`src/rv_core_macros.svh`:
```
// core-wide constants, included by the core package and by modules that size their data paths
`ifndef RV_CORE_MACROS_SVH
`define RV_CORE_MACROS_SVH

// pc after reset
`define PC_START 64'h0000_0000_8000_0000

// integer data width
`define XLEN 64

// architectural integer registers
`define REG_COUNT 32

// 64-bit words in the internal data RAM
`define DMEM_WORDS 64

`endif
```
`src/rv_isa_pkg.sv`:
```
// RV64I encodings used by the decoder, ALU and memory stage; imported where decoding happens
`default_nettype none

package rv_isa_pkg;

  // major opcodes in inst[6:0]
  typedef enum logic [6:0] {
    OPC_OP_IMM = 7'b0010011,
    OPC_OP     = 7'b0110011,
    OPC_LUI    = 7'b0110111,
    OPC_LOAD   = 7'b0000011,
    OPC_STORE  = 7'b0100011,
    OPC_BRANCH = 7'b1100011,
    OPC_JAL    = 7'b1101111,
    OPC_JALR   = 7'b1100111
  } opcode_e;

  // ALU functions
  typedef enum logic [3:0] {
    ALU_ADD    = 4'd0,
    ALU_SUB    = 4'd1,
    ALU_AND    = 4'd2,
    ALU_OR     = 4'd3,
    ALU_XOR    = 4'd4,
    ALU_SLT    = 4'd5,
    ALU_SLL    = 4'd6,
    ALU_SRL    = 4'd7,
    ALU_PASS_B = 4'd8,
    // compare results land in bit 0
    ALU_EQ     = 4'd9,
    ALU_NE     = 4'd10
  } alu_op_e;

  // load/store access width
  typedef enum logic [1:0] {
    MEM_BYTE   = 2'd0,
    MEM_WORD   = 2'd2,
    MEM_DOUBLE = 2'd3
  } mem_size_e;

endpackage

`default_nettype wire

```
`src/rv_core_pkg.sv`:
```
// control and commit records passed between the core blocks and out of the top level
`default_nettype none

`include "rv_core_macros.svh"

package rv_core_pkg;

  typedef enum logic [1:0] {
    JUMP_NONE = 2'd0,
    JUMP_JAL  = 2'd1,
    JUMP_JALR = 2'd2
  } jump_kind_e;

  typedef struct packed {
    rv_isa_pkg::alu_op_e   alu_op;
    logic [`XLEN-1:0]      op1;
    logic [`XLEN-1:0]      op2;
    logic [4:0]            rd_addr;
    logic                  rd_wen;
    logic                  mem_read;
    logic                  mem_write;
    rv_isa_pkg::mem_size_e mem_size;
    logic                  mem_unsigned;
    logic                  branch;
    jump_kind_e            jump_kind;
    logic [`XLEN-1:0]      imm;
    // rd gets pc+4
    logic                  link;
  } decode_ctrl_t;

  typedef struct packed {
    logic             valid;
    logic [`XLEN-1:0] pc;
    logic [31:0]      inst;
    logic             wen;
    logic [4:0]       wdest;
    logic [`XLEN-1:0] wdata;
  } commit_t;

endpackage

`default_nettype wire

```
`src/id_stage.sv`:
```
// instruction decoder producing register addresses, operands, immediates and control
`timescale 1ns/1ps
`default_nettype none

`include "rv_core_macros.svh"

module id_stage (
  input  logic [31:0]               inst,
  input  logic [`XLEN-1:0]          pc,
  input  logic [`XLEN-1:0]          rs1_data,
  input  logic [`XLEN-1:0]          rs2_data,
  output logic [4:0]                rs1_addr,
  output logic [4:0]                rs2_addr,
  output rv_core_pkg::decode_ctrl_t ctrl
);
  import rv_isa_pkg::*;
  import rv_core_pkg::*;

  opcode_e          opcode;
  logic [2:0]       funct3;
  logic [6:0]       funct7;
  logic [`XLEN-1:0] imm_i;
  logic [`XLEN-1:0] imm_s;
  logic [`XLEN-1:0] imm_b;
  logic [`XLEN-1:0] imm_u;
  logic [`XLEN-1:0] imm_j;
  logic             writes;

  assign opcode   = opcode_e'(inst[6:0]);
  assign funct3   = inst[14:12];
  assign funct7   = inst[31:25];
  assign rs1_addr = inst[19:15];
  assign rs2_addr = inst[24:20];

  assign imm_i = {{(`XLEN-12){inst[31]}}, inst[31:20]};
  assign imm_s = {{(`XLEN-12){inst[31]}}, inst[31:25], inst[11:7]};
  assign imm_b = {{(`XLEN-13){inst[31]}}, inst[31], inst[7], inst[30:25], inst[11:8], 1'b0};
  assign imm_u = {{(`XLEN-32){inst[31]}}, inst[31:12], 12'b0};
  assign imm_j = {{(`XLEN-21){inst[31]}}, inst[31], inst[19:12], inst[20], inst[30:21], 1'b0};

  always_comb begin
    ctrl              = '0;
    ctrl.alu_op       = ALU_ADD;
    ctrl.op1          = rs1_data;
    ctrl.op2          = rs2_data;
    ctrl.rd_addr      = inst[11:7];
    ctrl.mem_size     = MEM_DOUBLE;
    ctrl.jump_kind    = JUMP_NONE;
    writes            = 1'b0;
    case (opcode)
      OPC_OP_IMM: begin
        // only ADDI
        if (funct3 == 3'b000) begin
          ctrl.op2 = imm_i;
          ctrl.imm = imm_i;
          writes   = 1'b1;
        end
      end
      OPC_OP: begin
        writes = 1'b1;
        case ({funct7, funct3})
          10'b0000000_000: ctrl.alu_op = ALU_ADD;
          10'b0100000_000: ctrl.alu_op = ALU_SUB;
          10'b0000000_111: ctrl.alu_op = ALU_AND;
          10'b0000000_110: ctrl.alu_op = ALU_OR;
          10'b0000000_100: ctrl.alu_op = ALU_XOR;
          10'b0000000_010: ctrl.alu_op = ALU_SLT;
          10'b0000000_001: ctrl.alu_op = ALU_SLL;
          10'b0000000_101: ctrl.alu_op = ALU_SRL;
          default:         writes      = 1'b0;
        endcase
      end
      OPC_LUI: begin
        ctrl.alu_op = ALU_PASS_B;
        ctrl.op2    = imm_u;
        ctrl.imm    = imm_u;
        writes      = 1'b1;
      end
      OPC_LOAD: begin
        ctrl.op2 = imm_i;
        ctrl.imm = imm_i;
        case (funct3)
          3'b011: ctrl.mem_size = MEM_DOUBLE;
          3'b010: ctrl.mem_size = MEM_WORD;
          3'b100: begin
            ctrl.mem_size     = MEM_BYTE;
            ctrl.mem_unsigned = 1'b1;
          end
          default: ctrl.mem_size = MEM_DOUBLE;
        endcase
        ctrl.mem_read = (funct3 == 3'b011) || (funct3 == 3'b010) || (funct3 == 3'b100);
        writes        = ctrl.mem_read;
      end
      OPC_STORE: begin
        ctrl.op2 = imm_s;
        ctrl.imm = imm_s;
        case (funct3)
          3'b011:  ctrl.mem_size = MEM_DOUBLE;
          3'b010:  ctrl.mem_size = MEM_WORD;
          default: ctrl.mem_size = MEM_BYTE;
        endcase
        ctrl.mem_write = (funct3 == 3'b011) || (funct3 == 3'b010) || (funct3 == 3'b000);
      end
      OPC_BRANCH: begin
        ctrl.imm    = imm_b;
        ctrl.alu_op = funct3[0] ? ALU_NE : ALU_EQ;
        ctrl.branch = (funct3 == 3'b000) || (funct3 == 3'b001);
      end
      OPC_JAL: begin
        // alu forms the target too, write-back takes pc+4
        ctrl.op1       = pc;
        ctrl.op2       = imm_j;
        ctrl.imm       = imm_j;
        ctrl.jump_kind = JUMP_JAL;
        ctrl.link      = 1'b1;
        writes         = 1'b1;
      end
      OPC_JALR: begin
        if (funct3 == 3'b000) begin
          ctrl.op2       = imm_i;
          ctrl.imm       = imm_i;
          ctrl.jump_kind = JUMP_JALR;
          ctrl.link      = 1'b1;
          writes         = 1'b1;
        end
      end
      default: writes = 1'b0;
    endcase
    ctrl.rd_wen = writes && (ctrl.rd_addr != 5'd0);
  end

endmodule

`default_nettype wire

```
`config.mk`:
```
export PLATFORM = sky130hd
export DESIGN_NAME = id_stage
export DESIGN_NICKNAME = d
export VERILOG_FILES = /design/src/rv_isa_pkg.sv /design/src/rv_core_pkg.sv /design/src/id_stage.sv
export VERILOG_INCLUDE_DIRS = /design/src /design/src/src
export SDC_FILE = /design/constraint.sdc
export NUM_CORES = 1
export LEC_CHECK = 0
export BUFFER_PORTS_ARGS = -buffer_cell sky130_fd_sc_hd__buf_2
export CAP_MARGIN = 5
export CORE_AREA = 2 2 174 176
export DETAILED_ROUTE_END_ITERATION = 12
export DIE_AREA = 0 0 176 178
export SYNTH_ARGS = -nofsm -noshare
export SYNTH_HDL_FRONTEND = slang
export SYNTH_SLANG_ARGS = --single-unit
```
`constraint.sdc`:
```
create_clock -name vclk -period 6.1
set_input_delay 0.915 -clock vclk [all_inputs]
set_output_delay 0.915 -clock vclk [all_outputs]
set_load 0.02 [all_outputs]
```
==> out/metrics.csv <==
stage,metric,value,unit
status,status,"finished, final reports clean",
power_and_ir_drop,switching_share,57.0,%
cells_and_area,nClkBuffers,0,
global_routing,antenna_found_initial,6,
route,wl_per_cell,19.5,µm
timing,worst_hold_slack,2.08,ns
synthesis,synth_cell_types,49,
global_routing,overflow,0,
cells_and_area,seq_cell_count,0,
setup_path,required,5.18,ns
global_routing,grt_max_degree,59,
global_routing,grt_pass1_vias,3672,
route,wirelength,21700,µm
route,postRouteAntennaNets,0,
clock_tree,cts.repair.resized,0,
place,place_hpwl,19400,µm
timing,fmax,227,MHz
cells_and_area,seq_area,0,µm²
route,drt-initial-drc-count,120,
synthesis,synth_compound_area_share,33.0,%
clock_tree,hold_buffers,0,
synthesis,ys.warnings.count,0,
die,rows,63,
power_and_ir_drop,pwr-share-clk,0,%
synthesis,syn_area_per_cell,7.51,µm²
timing,worst_slew_pin_slew,0.992,ns
setup_path,crit_type,primary input to output pin,
cells_and_area,drive_gt1_share,74.1,%
cells_and_area,num-fill-cells,3382,
die,num_io_pins,445,
place,place_ws,1.67,ns
synthesis,seq_area_frac_synth,0,%
cells_and_area,final_nets,947,
synthesis,syn-num-nets,569,
timing,drv_slew,0,
timing,hold_viol,0,
power_and_ir_drop,power_frac_comb,100.0,%
global_routing,grt_first_pass_wirelength,27100,µm
timing,period_needed,4.41,ns
setup_path,cp_max_fo,37,
setup_path,cp_data_arrival_time,3.49,ns
power_and_ir_drop,p_leak,0.00292,µW
job,maxCapViolations,0,
global_routing,grt_usage,12.3,%
synthesis,synth_cells,345,
setup_path,critPathCaptureType,output pin,
synthesis,synth_simple_gate_area_share,18.8,%
timing,period_share,72.2,%
route,viasPerCell,3.78,
power_and_ir_drop,ir_drop,0.0207,mV
place,io_buffers,445,
place,place.gp.congestion,0.805,
die,core,29400,µm²
timing,setup_ws,1.69,ns
power_and_ir_drop,cellPowerDensity,66.3,nW/µm²
synthesis,synth_xor_area_share,0.676,%
power_and_ir_drop,intPower,139,µW
power_and_ir_drop,power_switching,185,µW
die,fp.dieArea,31300,µm²
synthesis,synth-adder-area-share,0,%
timing,setup_viol,0,
synthesis,synth_top_family_by_area,compound AO/OA/AOI/OAI gates,
route,drtPass1Iterations,5,
power_and_ir_drop,p_seq_share,0,%
min_path,min_path_type,primary input to output pin,
die,die_x,176,µm
route,vias,4203,
setup_path,start_kind,primary input,
synthesis,synthMuxAreaShare,27.8,%
timing,rsz0062_at_grt,no,
die,dieHeight,178,µm
timing,setup_tns,0,ns
clock_tree,cts_setup_buffers,0,
cells_and_area,area_growth,88.4,%
timing,slew_headroom,33.9,%
synthesis,synth_area,2590,µm²
route,drc,0,
die,start_util,8.81,%
## through the flow
step                total power, µW  cells  utilization (%)  instance area (µm²)
floorplan                       177    345                -                 2590
CTS                             328   1111             16.6                 4880
finish                          324   1112             16.6                 4880
global placement                325   1110             16.6                 4870
detailed placement              327   1111             16.6                 4880
global route                    348   1112             16.6                 4880
## cells by family (layout without fill, tap and decap cells)
| logic type | Yosys count | count (layout) |
|---|---|---|
| AO/OA/AOI/OAI | 104 | 104 |
| AND/OR/NAND/NOR | 94 | 94 |
| buffers and inverters | 81 | 457 |
| multiplexers | 64 | 64 |
| XOR/XNOR | 2 | 2 |
| other | 0 | 1 |
## synth_stat cells (all sizes together), types with 5 or more instances
library cell   n  share of area (%)
a21oi          7                1.9
nand2         33                4.8
o21ai          7                1.4
nor3           9                1.9
a21o          47                 14
a22o           9                3.0
a221o         22                9.0
clkbuf        10                1.5
nor2          15                2.2
and2          10                2.5
nand3          5               0.97
inv            6               0.87
mux2          64                 28
buf           65                 17
## power by group through the flow
stage	sequential, µW	clock [µW]	combinational (µW)
global placement	0	0	325
finish	0	0.0000225	324
floorplan	0	0	177
CTS	0	0	328
detailed placement	0	0	327
global route	0	0.0000222	348
## final timing paths
path | startpoint | to | slack [ns] | cells after the start
worst min-delay path | inst[17] | rs1_addr[2] | 2.08 | 2
worst max-delay path | inst[6] | ctrl[158] | 1.69 | 7
## worst max-delay path: stages
cell     delay, ns
buf_2         0.22
nor2b_1       0.28
nand2_1       0.23
nor2_4        0.77
buf_4         0.49
mux2_2        0.38
buf_2         0.16
## cells in the final DEF (no fill, tap or decap), types with 2 or more instances in the layout
cell / count
a221o_2: 10
nand3_1: 5
nor3_1: 8
buf_4: 6
nor2_1: 13
nand2_1: 33
o21ai_0: 7
a21o_1: 47
or3_1: 3
buf_2: 445
a22o_1: 9
nand2b_1: 3
a221o_1: 12
and2_1: 9
xnor2_1: 2
a21oi_1: 5
nand4_1: 3
o21a_1: 2
mux2_2: 64
inv_1: 6
or4_1: 2
## routing by layer
| metal | share of wire [%] | track usage, % | vias to the layer above |
|---|---|---|---|
| li1 | - | - | 1994 |
| met2 | 51 | 23.5 | 306 |
| met5 | 0.060 | 0 | - |
| met3 | 8.0 | 2.02 | 20 |
| met4 | 1.7 | 2.03 | 2 |
| met1 | 39 | 14.7 | 1881 |
## cell type report
type	instances	area [µm²]	area share, %
Antenna cell	1	2.50	0.0513
Inverter	6	22.5	0.461
Multi-Input combinational cell	264	2100	43.0
Tap cell	390	488	9.99
Timing Repair Buffer	451	2270	46.5
(Power assumes the default switching activity.)
