[src/rv_core_macros.svh]
// core-wide constants, included by the core package and by modules that size their data paths
`ifndef RV_CORE_MACROS_SVH
`define RV_CORE_MACROS_SVH

// pc after reset
`define PC_START 64'h0000_0000_8000_0000

// integer data width
`define XLEN 64

// architectural integer registers
`define REG_COUNT 32

// 64-bit words in the internal data RAM
`define DMEM_WORDS 64

`endif
[src/rv_isa_pkg.sv]
// RV64I encodings used by the decoder, ALU and memory stage; imported where decoding happens
`default_nettype none

package rv_isa_pkg;

  // major opcodes in inst[6:0]
  typedef enum logic [6:0] {
    OPC_OP_IMM = 7'b0010011,
    OPC_OP     = 7'b0110011,
    OPC_LUI    = 7'b0110111,
    OPC_LOAD   = 7'b0000011,
    OPC_STORE  = 7'b0100011,
    OPC_BRANCH = 7'b1100011,
    OPC_JAL    = 7'b1101111,
    OPC_JALR   = 7'b1100111
  } opcode_e;

  // ALU functions
  typedef enum logic [3:0] {
    ALU_ADD    = 4'd0,
    ALU_SUB    = 4'd1,
    ALU_AND    = 4'd2,
    ALU_OR     = 4'd3,
    ALU_XOR    = 4'd4,
    ALU_SLT    = 4'd5,
    ALU_SLL    = 4'd6,
    ALU_SRL    = 4'd7,
    ALU_PASS_B = 4'd8,
    // compare results land in bit 0
    ALU_EQ     = 4'd9,
    ALU_NE     = 4'd10
  } alu_op_e;

  // load/store access width
  typedef enum logic [1:0] {
    MEM_BYTE   = 2'd0,
    MEM_WORD   = 2'd2,
    MEM_DOUBLE = 2'd3
  } mem_size_e;

endpackage

`default_nettype wire

[src/rv_core_pkg.sv]
// control and commit records passed between the core blocks and out of the top level
`default_nettype none

`include "rv_core_macros.svh"

package rv_core_pkg;

  typedef enum logic [1:0] {
    JUMP_NONE = 2'd0,
    JUMP_JAL  = 2'd1,
    JUMP_JALR = 2'd2
  } jump_kind_e;

  typedef struct packed {
    rv_isa_pkg::alu_op_e   alu_op;
    logic [`XLEN-1:0]      op1;
    logic [`XLEN-1:0]      op2;
    logic [4:0]            rd_addr;
    logic                  rd_wen;
    logic                  mem_read;
    logic                  mem_write;
    rv_isa_pkg::mem_size_e mem_size;
    logic                  mem_unsigned;
    logic                  branch;
    jump_kind_e            jump_kind;
    logic [`XLEN-1:0]      imm;
    // rd gets pc+4
    logic                  link;
  } decode_ctrl_t;

  typedef struct packed {
    logic             valid;
    logic [`XLEN-1:0] pc;
    logic [31:0]      inst;
    logic             wen;
    logic [4:0]       wdest;
    logic [`XLEN-1:0] wdata;
  } commit_t;

endpackage

`default_nettype wire

[src/if_stage.sv]
// fetch block holding the pc, the fetch handshake and next-pc selection
`timescale 1ns/1ps
`default_nettype none

`include "rv_core_macros.svh"

module if_stage (
  input  logic                      clock,
  input  logic                      reset,
  input  logic                      inst_valid,
  input  rv_core_pkg::decode_ctrl_t ctrl,
  input  logic                      take_branch,
  input  logic [`XLEN-1:0]          rs1_data,
  output logic [`XLEN-1:0]          fetch_pc,
  output logic                      inst_ready,
  output logic [`XLEN-1:0]          pc_plus4
);
  import rv_core_pkg::*;

  logic [`XLEN-1:0] next_pc;
  logic [`XLEN-1:0] jalr_target;

  assign pc_plus4    = fetch_pc + 4;
  assign jalr_target = rs1_data + ctrl.imm;

  always_comb begin
    case (ctrl.jump_kind)
      JUMP_JAL:  next_pc = fetch_pc + ctrl.imm;
      JUMP_JALR: next_pc = {jalr_target[`XLEN-1:1], 1'b0};
      default:   next_pc = take_branch ? fetch_pc + ctrl.imm : pc_plus4;
    endcase
  end

  // ready comes up one cycle after reset and stays up
  always_ff @(posedge clock) begin
    if (reset) begin
      fetch_pc   <= `PC_START;
      inst_ready <= 1'b0;
    end else begin
      inst_ready <= 1'b1;
      if (inst_valid && inst_ready) begin
        fetch_pc <= next_pc;
      end
    end
  end

endmodule

`default_nettype wire

[config.mk]
export PLATFORM = sky130hd
export DESIGN_NAME = if_stage
export DESIGN_NICKNAME = d
export VERILOG_FILES = /design/src/rv_isa_pkg.sv /design/src/rv_core_pkg.sv /design/src/if_stage.sv
export VERILOG_INCLUDE_DIRS = /design/src /design/src/src
export SDC_FILE = /design/constraint.sdc
export NUM_CORES = 1
export LEC_CHECK = 0
export ABC_AREA = 0
export BUFFER_PORTS_ARGS = -buffer_cell sky130_fd_sc_hd__buf_4
export CAP_MARGIN = 15
export CORE_AREA = 2 2 160 162
export DETAILED_ROUTE_END_ITERATION = 6
export DIE_AREA = 0 0 162 164
export GPL_ROUTABILITY_DRIVEN = 0
export PLACE_DENSITY = 0.77
export RECOVER_POWER = 50
export SKIP_CTS_REPAIR_TIMING = 1
export SLEW_MARGIN = 40
export SYNTH_ARGS = -nofsm -noshare
export SYNTH_HDL_FRONTEND = slang
export SYNTH_SLANG_ARGS = --single-unit
[constraint.sdc]
create_clock -name clock -period 4.25 [get_ports clock]
set_input_delay 0.85 -clock clock [delete_from_list [all_inputs] [get_ports clock]]
set_output_delay 0.85 -clock clock [all_outputs]
set_load 0.01 [all_outputs]
==> metrics.txt, run 1 <==
final setup violation count=0; Placed Cells=2321; status=complete, but fails checks; IO Pins=408; Vias/cell=6.699; drt total wl=50660 um; cts bufs inserted=9; max-cap violations=1; number of synthesized register bits=65; 1st-iter DRT viols=2322; later-pin clock latency in the skew report=0.35 ns; Power Density=238.3 nW/um^2; CTS H-tree depth=3; Worst slew margin=-68.80%; CP endpoint kind=flop; Seq/Total Area, Yosys=10.63%; CTS tree=built; count of pins over their slew limit=52; Worst Reg2Reg Path Length in Cells=12; Layout fillers=2455; IO Port Bufs=about 260; Final Total Pwr=approximately 3500 uW; GRT Overall Usage=36.46%; global-route wire length before repair=76540 um; r2r startpoint=fetch_pc[5]; Detailed Routing Iterations Pass 1=7; Mapped Avg Cell Area=around 7 um^2; # nets final=2411; Die Span Y=164 um; routed length per instance=21.68 um; vias in the first global route=13963; Initial Util=approximately half; Antenna Nets Post-Route=0; number of distinct library cells after synthesis=81; Root Buffer=clkbuf_16; Synth Cell Area=about 12000 um^2; clock buffer depth=2; worst hold start=fetch_pc[0]; sum of net half-perimeters after detailed placement=40140 um; Hold Crit Class=flop to flop; fraction of layout cells with a size suffix above 1=14.55%; drt drc=0; RSZ-0062 raised after global routing=false; Worst Skew=between 0.008 and 0.009 ns; Core Area=around 25000 um^2; final hold violations=0; syn nets=2179; initial antenna violation count=0; crit start category=input pin; Synth warnings=0; achievable frequency=247.9 MHz; largest net degree at the start of global routing=52; CP Max Fanout=4; Main synth FF type=dfxtp_1; clock slew at reported path FFs=0.06 ns; Worst Path Required=4.49 ns; clock sink count=65; Die X-Extent=between 150 and 200 um; Final Critical Period=4.033 ns; crit path DAT=4.27 ns; Crit Path Category=input pin to flop; synthesis-to-finish area growth=20.08%; EDFF count, synth=0; Setup TNS=0 ns; Worst R2R End=fetch_pc[60]; Leak Pwr=0.006412 uW; Worst Setup SP=ctrl[1]; Tcrit/Tclk final=94.90%; WHS Path Cells=2; Worst R2R Setup Slack=0.35 ns; Antenna Cells=0; number of cells produced by synthesis=1770; GRT overflow=0; placed cell area=14710 um^2; peak supply drop=0.1675 mV; Die ar.=approximately 27000 um^2; site row count=58; post-synthesis async set-or-reset flop share=0%; final cell count without fillers=2337; post-route cell area=around 15000 um^2; Hold EP=fetch_pc[0]; DR vias=15656; failing checks=capacitance limit, slew limit; actual slew at the worst max-slew pin=roughly 2.5 ns
==> cell usage after synthesis, drive strengths merged (16+ instances only) <==
library cell,instances,area (um^2)
a211oi,17,132.6
a21o,56,420.4
a21oi,217,1105
a221oi,56,503.0
a31oi,24,150.1
and3,36,225.2
buf,18,113.9
clkbuf,86,322.8
dfxtp,65,1301
ha,128,1602
inv,52,195.2
nand2,188,713.2
nand3,55,275.3
nand4,55,344.1
nor2,101,395.4
nor3,31,155.2
o21a,21,157.7
o21ai,170,854.6
o21bai,33,247.7
or3,16,100.1
xnor2,114,998.5
xor2,49,429.2
==> worst max-delay path, cell delays in order <==
cell and delay, ns:
buf_4 0.12, ha_1 0.24, fa_1 0.44, a211oi_1 0.23
o21ai_0 0.27, o221ai_1 0.47, a31oi_1 0.17, nor2_1 0.23
o21ai_0 0.26, a41oi_1 0.43, a31o_2 0.23, nor3_1 0.04
o31a_1 0.28
==> routing by layer <==
| layer | GRT usage, % | wire (um) | vias up |
|---|---|---|---|
| met5 | 0 | 0 | - |
| met4 | 15.77 | 2466 | 0 |
| met3 | 10.20 | 6971 | 162 |
| met2 | 53.56 | 20510 | 1167 |
| met1 | 49.71 | 20720 | 7191 |
| li1 | - | - | 7136 |
==> worst max path at each step <==
stage          slack (ns)      endpoint
3_5_place_dp         0.10  fetch_pc[60]
5_1_grt              0.17  fetch_pc[38]
3_3_place_gp         0.16  fetch_pc[60]
2_1_floorplan        0.74  fetch_pc[60]
4_1_cts              0.37  pc_plus4[53]
6_report             0.22  fetch_pc[60]
==> kinds of logic after synthesis <==
group,share of synthesized area [%]
flip-flops,10.63
AO/OA/AOI/OAI,36.28
XOR/XNOR,11.66
buffers and inverters,5.160
AND/OR/NAND/NOR,22.28
adder cells (fa/ha/maj),13.41
multiplexers,0.5824
==> power by group <==
group / leakage, uW / internal [uW] / switching, uW
Sequential: 0.000536 / 655 / 89.4
Combinational: 0.00573 / 793 / 1190
Clock: 0.000149 / 458 / 314
Total: 0.00641 / 1910 / 1600
==> state kept, by name, indices dropped and copies added, names as in the netlist <==
| register | count |
|---|---|
| inst_ready | 1 |
| fetch_pc | 64 |
==> area by class of cell <==
| class | count | area (um^2) | area share, % |
|---|---|---|---|
| Multi-Input combinational cell | 1549 | 10340 | 70.29 |
| Timing Repair Buffer | 325 | 2165 | 14.72 |
| Sequential cell | 65 | 1301 | 8.850 |
| Tap cell | 330 | 412.9 | 2.808 |
| Clock buffer | 14 | 284.0 | 1.932 |
| Inverter | 52 | 195.2 | 1.327 |
| Clock inverter | 2 | 10.01 | 0.06807 |
==> placed cells by master, fill, tap and decap left out, types with 56 or more instances in the layout <==
| cell | instances |
|---|---|
| a21oi_1 | 214 |
| dfxtp_1 | 65 |
| clkbuf_1 | 81 |
| nor2_1 | 100 |
| o21ai_0 | 163 |
| nand2_1 | 186 |
| ha_1 | 128 |
| a21o_1 | 56 |
| buf_4 | 243 |
| xnor2_1 | 114 |
==> stage by stage <==
step	util [%]	hold slack (ns)	worst slack (ns)
floorplan	-	0.5225	0.7419
global placement	59.25	0.5085	0.1580
detailed placement	59.25	0.5327	0.1026
CTS	60.44	0.5397	0.3709
global route	59.25	0.5832	0.1745
finish	59.25	0.5390	0.2169
Power figures use the tool's default switching activity.
==> run 2: changes to the inputs <==
--- a/config.mk
+++ b/config.mk
@@ -7,13 +7,13 @@
 export NUM_CORES = 1
 export LEC_CHECK = 0
 export ABC_AREA = 0
-export BUFFER_PORTS_ARGS = -buffer_cell sky130_fd_sc_hd__buf_4
 export CAP_MARGIN = 15
-export CORE_AREA = 2 2 160 162
+export CORE_AREA = 2 2 159 161
 export DETAILED_ROUTE_END_ITERATION = 6
-export DIE_AREA = 0 0 162 164
+export DIE_AREA = 0 0 161 163
+export DONT_BUFFER_PORTS = 1
 export GPL_ROUTABILITY_DRIVEN = 0
-export PLACE_DENSITY = 0.77
+export PLACE_DENSITY = 0.64
 export RECOVER_POWER = 50
 export SKIP_CTS_REPAIR_TIMING = 1
 export SLEW_MARGIN = 40
==> metrics.txt, run 2 (synthesis gave the netlist of run 1 again) <==
status=complete, but fails checks; failing checks=capacitance limit, slew limit; Worst path slowest cell=dfxtp_1; fin util=between 50% and 60%; vias in the first global route=around 13000; crit-path max cell delay=0.56 ns; leading cell types in the layout, fill and taps excluded=a21oi_1 (215), nand2_1 (186), o21ai_0 (163); actual slew at the worst max-slew pin=2.508 ns; clock buffer depth=2; cts bufs inserted=9; later-pin clock latency in the skew report=0.35 ns; CTS tree=built; GRT overflow=0; worst setup margin=0.1451 ns; Tcrit/Tclk final=roughly 97%; Internal=1808 uW; Core Area=24670 um^2; sum of net half-perimeters after detailed placement=40590 um; clock sink count=between 60 and 70; CP endpoint kind=output pin; Die Span Y=163 um; # nets final=~2100; routed length per instance=between 20 and 25 um; Hold Crit Class=input pin to flop; achievable frequency=around 240 MHz; global-route wire length before repair=75930 um; cells along the critical path=and4_1 > and4_1 > and4_1 > nand2_1 > nor2_1 > buf_4 > nand2_1 > nor2_1 > xor2_1; final setup violation count=0; Leak Pwr=0.005361 uW; count of pins over their slew limit=roughly 110; max-cap violations=2; IO Pins=408; Crit Path Category=flop to output pin; Power Density=257.4 nW/um^2; Clock Power Share=24.5%; pre-CTS setup slack=0.1227 ns; Worst slew margin=-67.20%; CTS H-tree depth=3; Detailed Routing Iterations Pass 1=6; site row count=between 50 and 60; Final Critical Period=4.105 ns; largest net degree at the start of global routing=60; Vias/cell=6.875; Antenna Nets Post-Route=0; CP dominant cell by count=and4_1; post-route cell area=~13000 um^2; Largest register FFs=64; Root Buffer=clkbuf_16; Initial Util=49.63%; fraction of layout cells with a size suffix above 1=between 5 and 6%; synthesis-to-finish area growth=6.008%; IO Port Bufs=0; Die ar.=approximately 26000 um^2; Most flops, register=fetch_pc; drt drc=0; peak supply drop=0.1650 mV; Worst Skew=0.007603 ns; Setup TNS=0 ns; Comb pwr share=52.4%; crit path DAT=3.25 ns; commonest non-fill, non-tap cell in the layout=a21oi_1; Worst Path Required=3.40 ns; final hold violations=0; crit start category=flop; biggest regs=fetch_pc x64, inst_ready x1; Die X-Extent=around 160 um; Reg power frac=23.0%; initial antenna violation count=4; placed cell area=12700 um^2; DR vias=14239; RSZ-0062 raised after global routing=false; drt total wl=50340 um; GRT Overall Usage=36.94%; Switching Fraction=45.89%; clock slew at reported path FFs=0.06 ns; 1st-iter DRT viols=1592; CP Max Fanout=5; switching power=1533 uW
[run 2: power by group through the flow]
| stage | sequential, uW | combinational, uW | clock [uW] |
|---|---|---|---|
| 2_1_floorplan | 750 | 1250 | 0 |
| 3_3_place_gp | 777 | 1680 | 0 |
| 3_5_place_dp | 779 | 1690 | 0 |
| 6_report | 769 | 1750 | 820 |
| 5_1_grt | 775 | 1900 | 840 |
| 4_1_cts | 765 | 1710 | 819 |
[run 2: path summary, 6_finish.rpt]
| kind | start | end | slack (ns) | depth (start not counted) |
|---|---|---|---|---|
| max | fetch_pc[17] | pc_plus4[52] | 0.15 | 9 |
| min | reset | fetch_pc[1] | 0.57 | 1 |
| max reg2reg | fetch_pc[20] | fetch_pc[63] | 0.40 | 12 |
| min reg2reg | fetch_pc[0] | fetch_pc[0] | 0.61 | 2 |
[run 2: final cells by class]
class / count / area (um^2)
well taps: 330 / 412.9
inverters: 52 / 195.2
flip-flops and latches: 65 / 1303
diodes: 1 / 2.502
clock buffers: 14 / 274.0
repair buffers: 58 / 414.1
multi-input cells: 1549 / 10340
fillers: 2520 / 11690
clock inverters: 2 / 35.03
[run 2: through the flow]
step / hold WS (ns) / power, uW / std cells
2_1_floorplan: 0.5225 / 2000 / 1770
3_3_place_gp: 0.5717 / 2453 / 2054
3_5_place_dp: 0.5994 / 2473 / 2054
4_1_cts: 0.5649 / 3290 / 2070
5_1_grt: 0.5668 / 3519 / 2070
6_report: 0.5705 / 3341 / 2071
[run 2: worst max-delay path, delay by kind of cell (launching register included)]
family | cells | cell delay, ns
simple gates | 7 | 1.73
flops | 1 | 0.56
xor+xnor | 1 | 0.43
buf+inv | 1 | 0.17
[run 2: metal layers]
metal,up-vias,global-route usage (%),share of wire [%]
met2,887,54.17,41
li1,6598,-,-
met4,6,13.51,3.9
met1,6623,49.72,42
met3,125,13.06,14
met5,-,0,0.083
==> run 3: changes to the inputs <==
--- a/config.mk
+++ b/config.mk
@@ -8,12 +8,14 @@
 export LEC_CHECK = 0
 export ABC_AREA = 0
 export CAP_MARGIN = 15
-export CORE_AREA = 2 2 159 161
+export CELL_PAD_IN_SITES_DETAIL_PLACEMENT = 1
+export CELL_PAD_IN_SITES_GLOBAL_PLACEMENT = 1
+export CORE_AREA = 2 2 167 169
 export DETAILED_ROUTE_END_ITERATION = 6
-export DIE_AREA = 0 0 161 163
+export DIE_AREA = 0 0 169 171
 export DONT_BUFFER_PORTS = 1
 export GPL_ROUTABILITY_DRIVEN = 0
-export PLACE_DENSITY = 0.64
+export PLACE_DENSITY = 0.8
 export RECOVER_POWER = 50
 export SKIP_CTS_REPAIR_TIMING = 1
 export SLEW_MARGIN = 40
==> metrics.txt, run 3 (synthesis gave the netlist of run 1 again) <==
CTS tree=built; Worst Reg2Reg Path Length in Cells=12; commonest non-fill, non-tap cell in the layout=a21oi_1; number of cells on the critical path=9; Die X-Extent=around 170 um; 1st-iter DRT viols=1472; vias in the first global route=14298; cts bufs inserted=9; Antenna Cells=0; CTS H-tree depth=3; peak supply drop=0.1809 mV; Worst R2R Setup Slack=0.46 ns; final hold violations=0; CP dominant cell by count=nand4_1; DR vias=14568; largest net degree at the start of global routing=44; IO Port Bufs=0; worst path bufs/invs=1; Worst path slowest cell=dfxtp_1; switching power=1580 uW; CP top delay family=simple AND/OR/NAND/NOR gates; achievable frequency=around 240 MHz; Most flops, register=fetch_pc; Initial Util=44.82%; Crit Path Category=flop to output pin; drt drc=0; final setup violation count=0; failing checks=capacitance limit, slew limit; Largest register FFs=64; # nets final=between 2000 and 2500; count of pins over their slew limit=35; routed length per instance=approximately 27 um; crit-path max cell delay=0.54 ns; worst setup margin=around 0.16 ns; clock buffer depth=2; Die ar.=28900 um^2; Die Span Y=approximately 170 um; global-route wire length before repair=82930 um; Detailed Routing Iterations Pass 1=5; status=complete, but fails checks; clock sink count=65; max-cap violations=2; crit path DAT=3.24 ns; Leak Pwr=0.005374 uW; Internal=1743 uW; Power Density=255.8 nW/um^2; RSZ-0062 raised after global routing=false; Final Critical Period=4.094 ns; actual slew at the worst max-slew pin=about 1.9 ns; CP Max Fanout=9; Worst Path Required=3.40 ns; cells along the critical path=nand4_1 > nor4_4 > and3_1 > nand2_4 > nor2_8 > nand4_1 > or2_2 > xnor2_1 > buf_4; drt total wl=around 56000 um; pre-CTS setup slack=0.1020 ns; clock slew at reported path FFs=0.06 ns; Worst Skew=0.009088 ns; Tcrit/Tclk final=96.34%; Clock Power Share=22.6%; Final Total Pwr=3323 uW; site row count=61; Antenna Nets Post-Route=0; Hold Crit Class=input pin to flop; Worst slew margin=-23.90%; initial antenna violation count=3; leading cell types in the layout, fill and taps excluded=a21oi_1 (214), nand2_1 (186), o21ai_0 (162); Comb pwr share=a little over half; CP endpoint kind=output pin; fraction of layout cells with a size suffix above 1=5.855%; Worst R2R End=fetch_pc[60]; synthesis-to-finish area growth=6.080%; fin util=47.54%; IO Pins=408; GRT Overall Usage=a little under two fifths; r2r startpoint=fetch_pc[0]; Vias/cell=6.977; worst setup path endpoint=pc_plus4[53]; Root Buffer=clkbuf_16; Layout fillers=3569; crit start category=flop; biggest regs=fetch_pc x64, inst_ready x1; Core Area=27320 um^2; Reg power frac=23.1%; Setup TNS=0 ns; Worst Setup SP=fetch_pc[5]; Switching Fraction=47.55%; later-pin clock latency in the skew report=0.35 ns; sum of net half-perimeters after detailed placement=45050 um; GRT overflow=0
## run 3: how the worst min path moves through the flow
stage | start | to | slack [ns] | cells after the start
after detailed placement | fetch_pc[24] | fetch_pc[24] | 0.59 | 2
after global routing | reset | fetch_pc[1] | 0.57 | 1
final | reset | fetch_pc[0] | 0.57 | 1
after global placement | fetch_pc[24] | fetch_pc[24] | 0.58 | 2
after floorplan | fetch_pc[0] | fetch_pc[0] | 0.52 | 2
after CTS | reset | fetch_pc[0] | 0.56 | 1
## run 3: per-layer routing
layer,routed length [um],global-route usage (%),vias up
li1,-,-,6592
met1,23340,48.04,7056
met2,24070,58.13,777
met3,6251,10.55,137
met4,2158,13.64,6
met5,41,0,-
## run 3: per-stage QoR
step / instance area (um^2) / cells / hold slack, ns
CTS: 13040 / 2088 / 0.5645
global placement: 12760 / 2075 / 0.5802
global route: 12990 / 2088 / 0.5686
floorplan: 12250 / 1770 / 0.5225
detailed placement: 12770 / 2075 / 0.5949
finish: 12990 / 2088 / 0.5672
## run 3: area by class of cell
cell class,count,area [um^2],share of cell area (%)
tap,346,432.9,3.333
inverter,52,195.2,1.503
clock buffer,13,270.3,2.081
multi-input combinational,1549,10320,79.48
timing repair buffer,63,465.4,3.583
sequential,65,1301,10.02
## run 3: power by group through the flow
| stage | Clock (uW) | Combinational, uW | Sequential [uW] |
|---|---|---|---|
| floorplan | 0 | 1250 | 750 |
| global placement | 0 | 1690 | 775 |
| detailed placement | 0 | 1750 | 778 |
| CTS | 745 | 1770 | 764 |
| global route | 770 | 1950 | 774 |
| finish | 751 | 1800 | 767 |
